[src/rtl/gfxPkg.sv]
package gfxPkg;

	////////////////////////////////////////
	// field widths and reset values
	////////////////////////////////////////

	localparam int ROW_BITS      = 9;   // 512 rows
	localparam int COL_WORD_BITS = 9;   // 1024 pixels, two per word

	typedef logic signed [15:0] coord_t;   // pixel coordinate
	typedef logic [7:0]         colour_t;  // palette index, one pixel
	typedef logic [15:0]        cpuData_t;
	typedef logic [15:0]        cpuAddr_t;
	typedef logic [ROW_BITS+COL_WORD_BITS-1:0] fbAddr_t;  // {row, word column}
	typedef logic [15:0]        fbData_t;

	localparam logic [7:0] REG_PAGE     = 8'h00;     // upper address byte of the register page
	localparam coord_t     X2_RESET     = 16'sd1024;
	localparam coord_t     Y2_RESET     = 16'sd512;
	localparam colour_t    COLOUR_RESET = 8'd4;

	// word offsets, byte offset is twice this
	typedef enum logic [6:0] {
		COMMAND = 7'd0,
		X1      = 7'd1,
		Y1      = 7'd2,
		X2      = 7'd3,
		Y2      = 7'd4,
		COLOUR  = 7'd7
	} regOffset_e;

	typedef enum logic [15:0] {
		CMD_HLINE    = 16'h0001,
		CMD_VLINE    = 16'h0002,
		CMD_ALINE    = 16'h0003,
		CMD_PUTPIXEL = 16'h000A
	} command_e;

	////////////////////////////////////////
	// bundles between blocks
	////////////////////////////////////////

	typedef struct packed {
		logic     csN;
		logic     asN;
		logic     udsN;
		logic     ldsN;
		logic     rw;    // 1 for read
		cpuAddr_t addr;
		cpuData_t data;
	} cpuBus_s;

	typedef struct packed {
		coord_t  x1;
		coord_t  y1;
		coord_t  x2;
		coord_t  y2;
		colour_t colour;
	} drawRegs_s;

	typedef struct packed {
		logic   valid;
		coord_t x;
		coord_t y;
		logic   pair;  // x and x+1 in one word
	} pixelReq_s;

	typedef struct packed {
		fbAddr_t addr;
		fbData_t data;
		logic    udsN;
		logic    ldsN;
		logic    rwN;
	} fbBus_s;

endpackage

[src/rtl/gfxRegisterFile.sv]
`timescale 1ns/1ps

module gfxRegisterFile (
	input  logic              Clk,
	input  logic              rstN,
	input  gfxPkg::cpuBus_s   cpu,
	output gfxPkg::cpuData_t  cpuReadData,
	output gfxPkg::drawRegs_s regs,
	output logic              spanStart,
	output logic              lineStart,
	output gfxPkg::command_e  command,
	input  logic              spanDone,
	input  logic              lineDone
);

	gfxPkg::regOffset_e offset;
	gfxPkg::cpuData_t   cmdReg;
	logic pageHit;
	logic writeCycle;
	logic readCycle;
	logic pending;     // command written, not yet dispatched
	logic idle;
	logic isSpanCmd;
	logic isLineCmd;
	logic dispatch;

	// merge the enabled byte lanes into the old value
	function automatic gfxPkg::cpuData_t laneWrite(gfxPkg::cpuData_t cur, gfxPkg::cpuBus_s bus);
		gfxPkg::cpuData_t nxt;
		nxt = cur;
		if (!bus.udsN)
			nxt[15:8] = bus.data[15:8];  // even byte
		if (!bus.ldsN)
			nxt[7:0] = bus.data[7:0];
		return nxt;
	endfunction

	////////////////////////////////////////
	// address decode
	////////////////////////////////////////

	assign offset     = gfxPkg::regOffset_e'(cpu.addr[7:1]);
	assign pageHit    = !cpu.csN && !cpu.asN && (cpu.addr[15:8] == gfxPkg::REG_PAGE);
	assign writeCycle = pageHit && !cpu.rw;
	assign readCycle  = pageHit && cpu.rw;

	always_ff @(posedge Clk) begin
		if (!rstN) begin
			regs.x1     <= '0;
			regs.y1     <= '0;
			regs.x2     <= gfxPkg::X2_RESET;
			regs.y2     <= gfxPkg::Y2_RESET;
			regs.colour <= gfxPkg::COLOUR_RESET;
			cmdReg      <= '0;
		end else if (writeCycle) begin
			case (offset)
				gfxPkg::COMMAND: cmdReg  <= laneWrite(cmdReg, cpu);
				gfxPkg::X1:      regs.x1 <= laneWrite(regs.x1, cpu);
				gfxPkg::Y1:      regs.y1 <= laneWrite(regs.y1, cpu);
				gfxPkg::X2:      regs.x2 <= laneWrite(regs.x2, cpu);
				gfxPkg::Y2:      regs.y2 <= laneWrite(regs.y2, cpu);
				gfxPkg::COLOUR: begin
					if (!cpu.ldsN)
						regs.colour <= cpu.data[7:0];  // one pixel lives in the low lane
				end
				default: ;
			endcase
		end
	end

	// status word, Idle in bit 0, zero when not read
	always_comb begin
		cpuReadData = '0;
		if (readCycle && offset == gfxPkg::COMMAND)
			cpuReadData[0] = idle;
	end

	////////////////////////////////////////
	// dispatch
	////////////////////////////////////////

	assign command   = gfxPkg::command_e'(cmdReg);
	assign isSpanCmd = command inside {gfxPkg::CMD_PUTPIXEL, gfxPkg::CMD_HLINE, gfxPkg::CMD_VLINE};
	assign isLineCmd = command == gfxPkg::CMD_ALINE;
	assign dispatch  = pending && cpu.asN && idle;  // wait for the bus cycle to end

	always_ff @(posedge Clk) begin
		if (!rstN) begin
			pending   <= 1'b0;
			idle      <= 1'b1;
			spanStart <= 1'b0;
			lineStart <= 1'b0;
		end else begin
			spanStart <= dispatch && isSpanCmd;  // one cycle pulse
			lineStart <= dispatch && isLineCmd;
			if (writeCycle && offset == gfxPkg::COMMAND)
				pending <= 1'b1;
			else if (dispatch)
				pending <= 1'b0;  // unknown codes just drop here
			if (dispatch && (isSpanCmd || isLineCmd))
				idle <= 1'b0;
			else if (spanDone || lineDone)
				idle <= 1'b1;
		end
	end

endmodule

[src/rtl/gfxSpanEngine.sv]
`timescale 1ns/1ps

module gfxSpanEngine (
	input  logic              Clk,
	input  logic              rstN,
	input  gfxPkg::drawRegs_s regs,
	input  logic              spanStart,
	input  gfxPkg::command_e  command,
	output gfxPkg::pixelReq_s pixelReq,
	output logic              spanDone
);

	typedef enum logic [1:0] {
		SPAN_IDLE,
		SPAN_PIXEL,   // single putpixel request
		SPAN_SETUP,   // order the endpoints
		SPAN_WALK
	} spanState_e;

	spanState_e     state;
	logic           vertical;  // walking y instead of x
	gfxPkg::coord_t cur;
	gfxPkg::coord_t last;
	gfxPkg::coord_t fixed;     // the coordinate that does not move
	logic           pairHere;

	always_ff @(posedge Clk) begin
		if (!rstN) begin
			state <= SPAN_IDLE;
		end else begin
			case (state)
				SPAN_IDLE: begin
					if (spanStart)
						state <= (command == gfxPkg::CMD_PUTPIXEL) ? SPAN_PIXEL : SPAN_SETUP;
				end
				SPAN_PIXEL: state <= SPAN_IDLE;
				SPAN_SETUP: state <= SPAN_WALK;
				SPAN_WALK: begin
					if (cur > last)
						state <= SPAN_IDLE;  // span exhausted
				end
				default: state <= SPAN_IDLE;
			endcase
		end
	end

	////////////////////////////////////////
	// span datapath
	////////////////////////////////////////

	// two pixels share a word only from an even x with room left
	assign pairHere = !vertical && !cur[0] && (cur < last);

	always_ff @(posedge Clk) begin
		if (state == SPAN_IDLE && spanStart) begin
			vertical <= command == gfxPkg::CMD_VLINE;
			cur      <= regs.x1;  // putpixel operands
			fixed    <= regs.y1;
		end else if (state == SPAN_SETUP) begin
			if (vertical) begin
				cur   <= (regs.y1 > regs.y2) ? regs.y2 : regs.y1;
				last  <= (regs.y1 > regs.y2) ? regs.y1 : regs.y2;
				fixed <= regs.x1;  // column stays at X1
			end else begin
				cur   <= (regs.x1 > regs.x2) ? regs.x2 : regs.x1;
				last  <= (regs.x1 > regs.x2) ? regs.x1 : regs.x2;
				fixed <= regs.y1;
			end
		end else if (state == SPAN_WALK) begin
			cur <= pairHere ? cur + 16'sd2 : cur + 16'sd1;
		end
	end

	always_comb begin
		pixelReq = '0;
		spanDone = 1'b0;
		case (state)
			SPAN_PIXEL: begin
				pixelReq.valid = 1'b1;
				pixelReq.x     = cur;
				pixelReq.y     = fixed;
				spanDone       = 1'b1;  // done with the only request
			end
			SPAN_WALK: begin
				if (cur <= last) begin
					pixelReq.valid = 1'b1;
					pixelReq.x     = vertical ? fixed : cur;
					pixelReq.y     = vertical ? cur : fixed;
					pixelReq.pair  = pairHere;
				end else begin
					spanDone = 1'b1;
				end
			end
			default: ;
		endcase
	end

endmodule

[src/rtl/gfxLineEngine.sv]
`timescale 1ns/1ps

module gfxLineEngine (
	input  logic              Clk,
	input  logic              rstN,
	input  gfxPkg::drawRegs_s regs,
	input  logic              lineStart,
	output gfxPkg::pixelReq_s pixelReq,
	output logic              lineDone
);

	typedef enum logic [1:0] {
		LINE_IDLE,
		LINE_INIT,   // deltas, signs, axis swap
		LINE_PLOT    // one pixel per cycle
	} lineState_e;

	lineState_e state;

	// setup terms from the registers
	logic signed [17:0] diffX;
	logic signed [17:0] diffY;
	logic signed [17:0] absX;
	logic signed [17:0] absY;
	logic signed [17:0] majorNow;
	logic signed [17:0] minorNow;
	logic               steepNow;
	logic               zeroLen;

	// walk state
	logic signed [17:0] majorLen;
	logic signed [17:0] minorLen;
	logic signed [17:0] count;
	logic signed [19:0] err;
	logic               steep;
	logic               negX;
	logic               negY;
	gfxPkg::coord_t     x;
	gfxPkg::coord_t     y;
	gfxPkg::coord_t     stepX;
	gfxPkg::coord_t     stepY;
	logic               minorStep;
	logic               lastPixel;

	////////////////////////////////////////
	// setup
	////////////////////////////////////////

	assign diffX    = regs.x2 - regs.x1;
	assign diffY    = regs.y2 - regs.y1;
	assign absX     = (diffX < 0) ? -diffX : diffX;
	assign absY     = (diffY < 0) ? -diffY : diffY;
	assign steepNow = absY > absX;  // steeper than 45 degrees
	assign majorNow = steepNow ? absY : absX;
	assign minorNow = steepNow ? absX : absY;
	assign zeroLen  = (diffX == 0) && (diffY == 0);

	always_ff @(posedge Clk) begin
		if (!rstN) begin
			state <= LINE_IDLE;
		end else begin
			case (state)
				LINE_IDLE: if (lineStart) state <= LINE_INIT;
				LINE_INIT: state <= zeroLen ? LINE_IDLE : LINE_PLOT;
				LINE_PLOT: if (lastPixel) state <= LINE_IDLE;
				default:   state <= LINE_IDLE;
			endcase
		end
	end

	////////////////////////////////////////
	// error term stepping
	////////////////////////////////////////

	assign minorStep = err >= 0;
	assign stepX     = negX ? x - 16'sd1 : x + 16'sd1;
	assign stepY     = negY ? y - 16'sd1 : y + 16'sd1;
	assign lastPixel = count == majorLen;  // major+1 pixels in total

	always_ff @(posedge Clk) begin
		if (state == LINE_INIT) begin
			x        <= regs.x1;
			y        <= regs.y1;
			steep    <= steepNow;
			negX     <= diffX < 0;
			negY     <= diffY < 0;
			majorLen <= majorNow;
			minorLen <= minorNow;
			err      <= (minorNow <<< 1) - majorNow;  // 2*minor - major
			count    <= '0;
		end else if (state == LINE_PLOT) begin
			if (!steep || minorStep)
				x <= stepX;   // x is major when shallow
			if (steep || minorStep)
				y <= stepY;
			if (minorStep)
				err <= err - (majorLen <<< 1) + (minorLen <<< 1);
			else
				err <= err + (minorLen <<< 1);
			count <= count + 18'sd1;
		end
	end

	always_comb begin
		pixelReq = '0;  // idle engine drives zeros into the merge
		if (state == LINE_PLOT) begin
			pixelReq.valid = 1'b1;
			pixelReq.x     = x;
			pixelReq.y     = y;
		end
		lineDone = (state == LINE_INIT && zeroLen) || (state == LINE_PLOT && lastPixel);
	end

endmodule

[src/rtl/gfxFrameBufferPort.sv]
`timescale 1ns/1ps

module gfxFrameBufferPort (
	input  logic              Clk,
	input  logic              rstN,
	input  gfxPkg::pixelReq_s spanReq,
	input  gfxPkg::pixelReq_s lineReq,
	input  gfxPkg::colour_t   colour,
	output gfxPkg::fbBus_s    fb
);

	gfxPkg::pixelReq_s merged;
	gfxPkg::fbAddr_t   wordAddr;
	logic              evenX;

	// only one engine runs at a time so the idle one drives zeros
	assign merged = spanReq | lineReq;
	assign evenX  = !merged.x[0];

	// row from y, word column from x without the byte bit
	assign wordAddr = {merged.y[gfxPkg::ROW_BITS-1:0], merged.x[gfxPkg::COL_WORD_BITS:1]};

	////////////////////////////////////////
	// registered sram pins
	////////////////////////////////////////

	always_ff @(posedge Clk) begin
		fb.addr <= wordAddr;
		fb.data <= {colour, colour};  // same pixel in both lanes
		if (!rstN) begin
			fb.udsN <= 1'b1;
			fb.ldsN <= 1'b1;
			fb.rwN  <= 1'b1;
		end else if (merged.valid) begin
			fb.udsN <= !(evenX || merged.pair);   // even pixel in the upper byte
			fb.ldsN <= !(!evenX || merged.pair);  // odd pixel in the lower byte
			fb.rwN  <= 1'b0;
		end else begin
			fb.udsN <= 1'b1;
			fb.ldsN <= 1'b1;
			fb.rwN  <= 1'b1;  // no cycle
		end
	end

endmodule

[src/rtl/gfxController.sv]
`timescale 1ns/1ps

module gfxController (
	input  logic             Clk,
	input  logic             rstN,
	input  gfxPkg::cpuBus_s  cpu,
	output gfxPkg::cpuData_t cpuReadData,
	output gfxPkg::fbBus_s   fb
);

	gfxPkg::drawRegs_s regs;
	gfxPkg::command_e  command;
	gfxPkg::pixelReq_s spanReq;
	gfxPkg::pixelReq_s lineReq;
	logic spanStart;
	logic lineStart;
	logic spanDone;
	logic lineDone;

	////////////////////////////////////////
	// cpu side
	////////////////////////////////////////

	gfxRegisterFile gfxRegisterFile_i (
		.Clk         (Clk),
		.rstN        (rstN),
		.cpu         (cpu),
		.cpuReadData (cpuReadData),
		.regs        (regs),
		.spanStart   (spanStart),
		.lineStart   (lineStart),
		.command     (command),
		.spanDone    (spanDone),
		.lineDone    (lineDone)
	);

	////////////////////////////////////////
	// drawing engines, side by side
	////////////////////////////////////////

	gfxSpanEngine gfxSpanEngine_i (
		.Clk       (Clk),
		.rstN      (rstN),
		.regs      (regs),
		.spanStart (spanStart),
		.command   (command),
		.pixelReq  (spanReq),
		.spanDone  (spanDone)
	);

	gfxLineEngine gfxLineEngine_i (
		.Clk       (Clk),
		.rstN      (rstN),
		.regs      (regs),
		.lineStart (lineStart),
		.pixelReq  (lineReq),
		.lineDone  (lineDone)
	);

	// sram cycles
	gfxFrameBufferPort gfxFrameBufferPort_i (
		.Clk     (Clk),
		.rstN    (rstN),
		.spanReq (spanReq),
		.lineReq (lineReq),
		.colour  (regs.colour),
		.fb      (fb)
	);

endmodule

[config.mk]
export PLATFORM = sky130hd
export DESIGN_NAME = gfxController
export DESIGN_NICKNAME = d
export VERILOG_FILES = /design/src/rtl/gfxPkg.sv /design/src/rtl/gfxRegisterFile.sv /design/src/rtl/gfxSpanEngine.sv /design/src/rtl/gfxLineEngine.sv /design/src/rtl/gfxFrameBufferPort.sv /design/src/rtl/gfxController.sv
export SDC_FILE = /design/constraint.sdc
export NUM_CORES = 1
export LEC_CHECK = 0
export BUFFER_PORTS_ARGS = -buffer_cell sky130_fd_sc_hd__buf_2
export CORE_MARGIN = 2
export CORE_UTILIZATION = 41
export DETAILED_ROUTE_END_ITERATION = 16
export GPL_ROUTABILITY_DRIVEN = 0
export PLACE_DENSITY = 0.66
export SYNTH_ARGS = -nofsm -noshare
export SYNTH_HDL_FRONTEND = slang
export SYNTH_SLANG_ARGS = --single-unit
[constraint.sdc]
create_clock -name Clk -period 7.25 [get_ports Clk]
set_clock_uncertainty 0.1 [all_clocks]
set_input_delay 0 -clock Clk [delete_from_list [all_inputs] [get_ports Clk]]
set_output_delay 0 -clock Clk [all_outputs]
set_load 0.05 [all_outputs]
---- Yosys cells after proc, flatten, opt, wreduce, memory -nomap -nowiden ----
Index checks and enable logic that the tools add are counted.
word-level totals
  input bits .............................. 39
  output and inout port bits .............. 53
  logic and storage cells ................. 196
  register bits after elaboration ......... 291
cells by class
  eq/ne operators ......................... 19
  add/sub/neg operators ................... 15
  reduce and logical (&&, ||, !) cells .... 64
  multiplexer cells ....................... 50
  $lt $le $gt $ge ......................... 9
  bitwise gates (word level) .............. 4
operators with widths
  cell                                                                number
  two-way mux 16 bit                                                  23
  two-way mux 18 bit                                                  4
  case mux 33 bit (2 select lines)                                    1
  zero test 32 bit                                                    2
  two-way mux 20 bit                                                  3
  adder 16 x 2 -> 16 bit, second input constant                       3
  greater-than comparator 16 bit                                      3
  adder 20 x 19 -> 20 bit                                             2
  negator 17 -> 18 bit                                                2
  < comparator 17 x 1 -> 1 bit, second input constant                 2
  two-way mux 34 bit                                                  1
  OR 34 bit                                                           1
  subtractor 16 x 16 -> 17 bit                                        2
  two-way mux 33 bit                                                  1
  AND reduction 3 bit                                                 11
  == test 16 x 2 -> 1 bit, second input constant                      2
  subtractor 16 x 2 -> 16 bit, second input constant                  2
  greater-or-equal comparator 20 x 1 -> 1 bit, second input constant  1
  subtractor 19 x 18 -> 20 bit                                        1
  subtractor 20 x 19 -> 20 bit                                        1
  adder 18 x 2 -> 18 bit, second input constant                       1
  == test 18 bit                                                      1
  greater-than comparator 18 bit                                      1
  logical AND 1 bit                                                   17
  other kinds (26)                                                    73

---- Longest topological paths before layout ----
  depth after elaboration ................. 9
  mapped depth ............................ 44
  depth with buffers taken out ............ 42

---- Modules after synthesis ----
Synthesis repeated with hierarchy kept, for this count alone.
unflattened totals
  cell total of the unflattened synthesis .. 2506
  area total of the unflattened synthesis .. 21919.8 sq um
modules (own cells, without submodules)
  module              area an instance (sq um)  sequential area each (sq um)  cells an instance  instances
  gfxLineEngine       12300.5                   3103.0                        1522               1
  gfxSpanEngine       5119.9                    1511.4                        556                1
  gfxRegisterFile     3707.3                    1841.8                        368                1
  gfxFrameBufferPort  792.0                     580.6                         60                 1

---- Worst setup path after synthesis ----
OpenSTA, ideal clock, no wires.
  kind .................................... reg-to-reg
  start ................................... register gfxRegisterFile_i.regs[8] (netlist name)
  end ..................................... register gfxLineEngine_i.err[16] (data pin)
  setup time .............................. 271 ps
  required time ........................... 6879 ps
  buffers on the path ..................... 3
  slack ................................... -525 ps
  stages on the path, launching flop included .. 44
  arrival time ............................ 7404 ps
  period minus slack after synthesis ...... 7775 ps
  path through ............................ dfxtp_1 inv_1 ha_1 fa_1 nand2b_1 a21oi_1 o21a_1 o21ai_1 o22ai_1 clkbuf_1 nor2_1 xnor2_1 ha_1 a21o_1 a21oi_1 nor2b_1 o21ai_0 a21oi_1 [8 not listed] buf_2 mux2i_1 ha_1 nor2b_1 o21ai_0 a21boi_0 o21ai_0 a21boi_0 o21ai_0 a21boi_0 o21ai_0 a21boi_0 o2111ai_1 a21boi_0 o21a_1 or3_1 nand3_1 o221ai_1
between the ends
  word-level cells in the longest chain between the ends .. 7
  elaborated cells between the ends (all ways) .. 9
  those cells by class .................... add/sub: 3; order compare: 2; mux: 4
ends and longest elaborated chain
  what                                                                  RTL line             source
  subtractor 16 x 16 -> 17 bit *                                        gfxLineEngine.sv:50  assign diffY = regs.y2 - regs.y1;
  negator 17 -> 18 bit or < comparator 17 x 1 -> 1 bit (tied branches)  gfxLineEngine.sv:52  assign absY = (diffY < 0) ? -diffY : diffY;
  two-way mux 18 bit *                                                  gfxLineEngine.sv:52
  greater-than comparator 18 bit                                        gfxLineEngine.sv:53  assign steepNow = absY > absX;
  two-way mux 18 bit *                                                  gfxLineEngine.sv:55  assign minorNow = steepNow ? absX : absY;
  net gfxLineEngine_i.minorNow[1]                                       gfxLineEngine.sv:26  logic signed [17:0] minorNow;
  subtractor 19 x 18 -> 20 bit *                                        gfxLineEngine.sv:89  err <= (minorNow <<< 1) - majorNow;
  two-way mux 20 bit *                                                  gfxLineEngine.sv:81  if (state == LINE_INIT) begin
  to (signal assigned)                                                  gfxLineEngine.sv:89
  to (signal assigned)                                                  gfxLineEngine.sv:97  err <= err - (majorLen <<< 1) + (minorLen <<< 1);
  to (signal assigned)                                                  gfxLineEngine.sv:99  err <= err + (minorLen <<< 1);
  to (decl)                                                             gfxLineEngine.sv:34  logic signed [19:0] err;
Mark *: on every way through the listed nets, which the timed path passes. The rest lies on a longest branch.
A chain may end at the register's enable or synchronous reset.

---- Worst setup path after layout ----
  start ................................... register gfxRegisterFile_i.regs[8] (netlist name)
  end ..................................... register gfxLineEngine_i.err[16] (data pin)
between the ends
  word-level cells in the longest chain between the ends .. 7
  elaborated cells between the ends (all ways) .. 9
  those cells by class .................... add/sub: 3; order compare: 2; mux: 4
ends and longest elaborated chain
  what                                                                  RTL line
  subtractor 16 x 16 -> 17 bit *                                        gfxLineEngine.sv:50
  negator 17 -> 18 bit or < comparator 17 x 1 -> 1 bit (tied branches)  gfxLineEngine.sv:52
  two-way mux 18 bit *                                                  gfxLineEngine.sv:52
  greater-than comparator 18 bit                                        gfxLineEngine.sv:53
  two-way mux 18 bit *                                                  gfxLineEngine.sv:55
  net gfxLineEngine_i.minorNow[1]                                       gfxLineEngine.sv:26
  subtractor 19 x 18 -> 20 bit *                                        gfxLineEngine.sv:89
  two-way mux 20 bit *                                                  gfxLineEngine.sv:81
Marks and branches as above.

==> metrics.txt <==
result of the run finished, violations left; violations in the final reports setup timing; HPWL after DPL 42500 um; CTS tree yes; count of warnings emitted by yosys 0; post-synth cell types 95; aggregate global routing overflow 0; Core Area about 0.047 mm^2; WL/cell ~18 um; Final Hold Violating Endpoints 0; # nets final 2710; final max-slew violation count 0; Worst path top cell family by delay compound AO/OA/AOI/OAI gates; wire length of the first global-routing pass ~87000 um; Worst VDD drop between 150 and 200 uV; slew of the pin with the lowest slew margin ~1.3 ns; # diodes 0; clock sinks approximately 260; DR vias/cell approximately 5.4; worst r2r path cells 39; number of flops mapped to enable cells by yosys 120; Finished Layout Cells approximately 3100; Post-Syn Area 0.0194 mm^2; antenna violations before repair 0; post-layout worst setup margin -0.103 ns; area growth from synthesis to final layout 23.2%; Filler cells roughly 4200; worst hold margin 0.0555 ns; share of the yosys chip area belonging to registers 33.4%; via count of the first global-routing pass about 17000; maximum fanout along the worst path 8; DIE HEIGHT between 200 and 250 um; terminating pin of the worst hold path gfxRegisterFile_i.regs[64]; flip-flop and latch count after synthesis 263; Crit-path slowest cell sky130_fd_sc_hd__or3b_4; DR pass1 iterations 10; Critical Path End Type flip-flop; Primary FF master, synth sky130_fd_sc_hd__dfxtp_1; Arr. time, crit path approximately 7.6 ns; relative slew slack 15.2%; hold path cells 7; PD cells between 100 and 150 mW/mm^2; number of buffers inserted by port buffering 75; Final Power between 3 and 4 mW; Reg clk slew, reported paths about 0.060 ns; clk_lat worst skew roughly 0.60 ns; Setup-failing EPs final 3; time the worst path needs with I/O delays and setup around 7.4 ns; Max Clock Freq 136 MHz; Worst Path Class, Setup flip-flop to flip-flop; maximum number of pins on one net before global-route repair 79; number of rows created at floorplan between 70 and 80; Crit path largest cell delay roughly 0.42 ns; remaining antenna violation count after routing 0; ratio of cells with drive above 1 in the final layout around a fifth; FFs w/ async S/R, synth 0%; Final Core Density roughly half; CP Buf/Inv Count 4; DRC errors left 0; initial detailed-routing violation count 1342; effective utilization at floorplan 41.6%; floorplan die area just under 0.05 mm^2; worst reg2reg setup slack -0.10 ns; Req. time, crit path roughly 7.5 ns; CTS max path bufs 3; # IOs slightly above 90; final total negative setup slack -0.192 ns; overall global routing resource usage 21.8%; die width around 220 um; cell seen most often among critical-path stages sky130_fd_sc_hd__a21boi_1; startpoint of the lowest-slack register-to-register path gfxRegisterFile_i.regs[8]; synthesized area per cell around 9 um^2; number of cells after detailed placement around 3000; vias post-DR 17100; clock buffers created by TritonCTS 30; unrepaired setup endpoints after global routing yes; Worst Setup Start Kind flip-flop; CTS H-tree lvls 1; path class of the lowest-slack min-delay path input port to flip-flop; post-synthesis instance total 2185; number of max-cap violations 0; clock tree root buffer cell sky130_fd_sc_hd__clkbuf_16; final routed wirelength across all metal layers 56100 um; end of the worst register-to-register path gfxLineEngine_i.err[16]; period utilisation layout 101%; Hold Crit Start cpu[21]; static power due to leakage between 10 and 15 nW
-- cells by family (layout without fill, tap and decap cells) --
kind of cell	Yosys count	after routing	share of synthesized area (%)
muxes	144	144	7.50
adders and majority gates	165	165	11.6
AOI/OAI and AO/OA	521	521	17.8
and+or+nand+nor	602	602	15.7
other	2	20	0.0388
xor gates and xnor gates	148	148	6.81
DFF	263	263	33.4
buffers and inverters	340	667	7.12
-- layout by cell type (no fill, tap or decap), types with 16 or more instances in the layout --
cell type | Yosys | routed
sky130_fd_sc_hd__a211oi_1 | 56 | 55
sky130_fd_sc_hd__a21o_1 | 25 | 25
sky130_fd_sc_hd__a21oi_1 | 145 | 130
sky130_fd_sc_hd__a222oi_1 | 19 | 19
sky130_fd_sc_hd__buf_2 | 7 | 75
sky130_fd_sc_hd__buf_4 | 23 | 255
sky130_fd_sc_hd__clkbuf_16 | 0 | 30
sky130_fd_sc_hd__conb_1 | 2 | 20
sky130_fd_sc_hd__dfxtp_1 | 143 | 136
sky130_fd_sc_hd__dlygate4sd3_1 | 0 | 35
sky130_fd_sc_hd__edfxtp_1 | 120 | 120
sky130_fd_sc_hd__fa_1 | 25 | 22
sky130_fd_sc_hd__ha_1 | 140 | 130
sky130_fd_sc_hd__inv_1 | 239 | 234
sky130_fd_sc_hd__mux2i_1 | 137 | 133
sky130_fd_sc_hd__nand2_1 | 151 | 150
sky130_fd_sc_hd__nand2b_1 | 22 | 20
sky130_fd_sc_hd__nand3_1 | 35 | 35
sky130_fd_sc_hd__nand4_1 | 28 | 28
sky130_fd_sc_hd__nor2_1 | 151 | 148
sky130_fd_sc_hd__nor2b_1 | 114 | 111
sky130_fd_sc_hd__nor3_1 | 29 | 28
sky130_fd_sc_hd__o211ai_1 | 16 | 16
sky130_fd_sc_hd__o21a_1 | 24 | 24
sky130_fd_sc_hd__o21ai_0 | 123 | 108
sky130_fd_sc_hd__o21ai_1 | 12 | 18
sky130_fd_sc_hd__xnor2_1 | 92 | 85
sky130_fd_sc_hd__xor2_1 | 53 | 52
-- synthesized netlist by cell type, types with 9 or more instances --
master | instances | area, um^2
sky130_fd_sc_hd__o21ai_0 | 123 | 616
sky130_fd_sc_hd__buf_4 | 23 | 173
sky130_fd_sc_hd__nand2b_1 | 22 | 138
sky130_fd_sc_hd__a21oi_1 | 145 | 726
sky130_fd_sc_hd__clkbuf_1 | 63 | 236
sky130_fd_sc_hd__o21ai_1 | 12 | 60.1
sky130_fd_sc_hd__fa_1 | 25 | 500
sky130_fd_sc_hd__inv_1 | 239 | 897
sky130_fd_sc_hd__a21boi_0 | 16 | 120
sky130_fd_sc_hd__dfxtp_1 | 143 | 2860
sky130_fd_sc_hd__nor3_1 | 29 | 145
sky130_fd_sc_hd__xor2_1 | 53 | 464
sky130_fd_sc_hd__edfxtp_1 | 120 | 3600
sky130_fd_sc_hd__xnor2_1 | 92 | 806
sky130_fd_sc_hd__or3_1 | 9 | 56.3
sky130_fd_sc_hd__nand4_1 | 28 | 175
sky130_fd_sc_hd__mux2i_1 | 137 | 1370
sky130_fd_sc_hd__o21a_1 | 24 | 180
sky130_fd_sc_hd__ha_1 | 140 | 1750
sky130_fd_sc_hd__nand2_1 | 151 | 567
sky130_fd_sc_hd__o211ai_1 | 16 | 120
sky130_fd_sc_hd__a222oi_1 | 19 | 190
sky130_fd_sc_hd__a21o_1 | 25 | 188
sky130_fd_sc_hd__a211oi_1 | 56 | 420
sky130_fd_sc_hd__nor2b_1 | 114 | 713
sky130_fd_sc_hd__a31oi_1 | 9 | 56.3
sky130_fd_sc_hd__and3_1 | 16 | 100
sky130_fd_sc_hd__nor2_1 | 151 | 567
sky130_fd_sc_hd__nand3_1 | 35 | 175
-- repair_timing --
item,4_1_cts,5_1_grt
hold buffers,35,0
setup endpoints to repair,6,9
endpoints found under the hold margin,92,0
pin swaps,20,64
buffers inserted,12,28
gates resized for setup,32,67
-- area by class of cell --
cell class | count | area, um^2 | area share (%)
Clock inverter | 13 | 120 | 0.504
Inverter | 241 | 911 | 3.82
Timing Repair Buffer | 370 | 2710 | 11.3
Multi-Input combinational cell | 1600 | 12000 | 50.4
Clock buffer | 43 | 860 | 3.60
Tap cell | 607 | 759 | 3.19
Sequential cell | 263 | 6470 | 27.2
-- power breakdown --
part	switching (mW)	internal, mW	leakage (nW)
registers	0.0175	1.57	2.25
logic	0.254	0.175	7.46
clock network	0.650	0.861	0.477
total	0.922	2.61	10.2
-- worst max-delay path by stage --
stage          depth (start not counted)                       start                 endpoint
2_1_floorplan                         38  gfxRegisterFile_i.regs[24]  gfxLineEngine_i.err[16]
3_3_place_gp                          40   gfxRegisterFile_i.regs[8]  gfxLineEngine_i.err[18]
3_5_place_dp                          41   gfxRegisterFile_i.regs[8]  gfxLineEngine_i.err[18]
4_1_cts                               38  gfxRegisterFile_i.regs[46]  gfxLineEngine_i.err[16]
5_1_grt                               38  gfxRegisterFile_i.regs[60]  gfxLineEngine_i.err[16]
6_report                              39   gfxRegisterFile_i.regs[8]  gfxLineEngine_i.err[16]
-- worst reg2reg max path: cells and delay by family (launching register included) --
family                   cells  cell delay [ns]
AND/OR/NAND/NOR             12             2.14
buffers and inverters        4             0.41
AO/OA/AOI/OAI               18             2.82
adder cells (fa/ha/maj)      4             0.99
multiplexers                 1             0.29
flip-flops                   1             0.33
-- per-layer routing --
layer | GRT usage (%) | share of wire [%] | vias to the layer above
met3 | 2.47 | 5.9 | 152
met2 | 36.8 | 47 | 592
met1 | 27.8 | 42 | 8021
met5 | 0 | 0 | -
li1 | - | - | 8297
met4 | 10.5 | 5.1 | 0
-- registers in the layout (all words and copies together) (netlist names), 2 cells and up --
register	flops
gfxRegisterFile_i.regs	72
gfxLineEngine_i.minorLen	18
gfxSpanEngine_i.cur	16
gfxLineEngine_i.err	19
gfxLineEngine_i.y	9
gfxLineEngine_i.majorLen	18
gfxLineEngine_i.count	18
gfxLineEngine_i.x	10
gfxSpanEngine_i.state	2
gfxRegisterFile_i.command	16
gfxSpanEngine_i.last	16
gfxLineEngine_i.state	2
gfxFrameBufferPort_i.fb	29
gfxSpanEngine_i.fixed	10
-- metrics by stage --
stage	worst slack, ns	cell area, um^2
after global routing	-0.489	23800
final	-0.103	23800
after detailed placement	-0.405	21800
after CTS	0.00949	23300
after global placement	-0.143	21800
after floorplan	0.00142	19500
No activity file was read; power rests on OpenSTA's default activity.
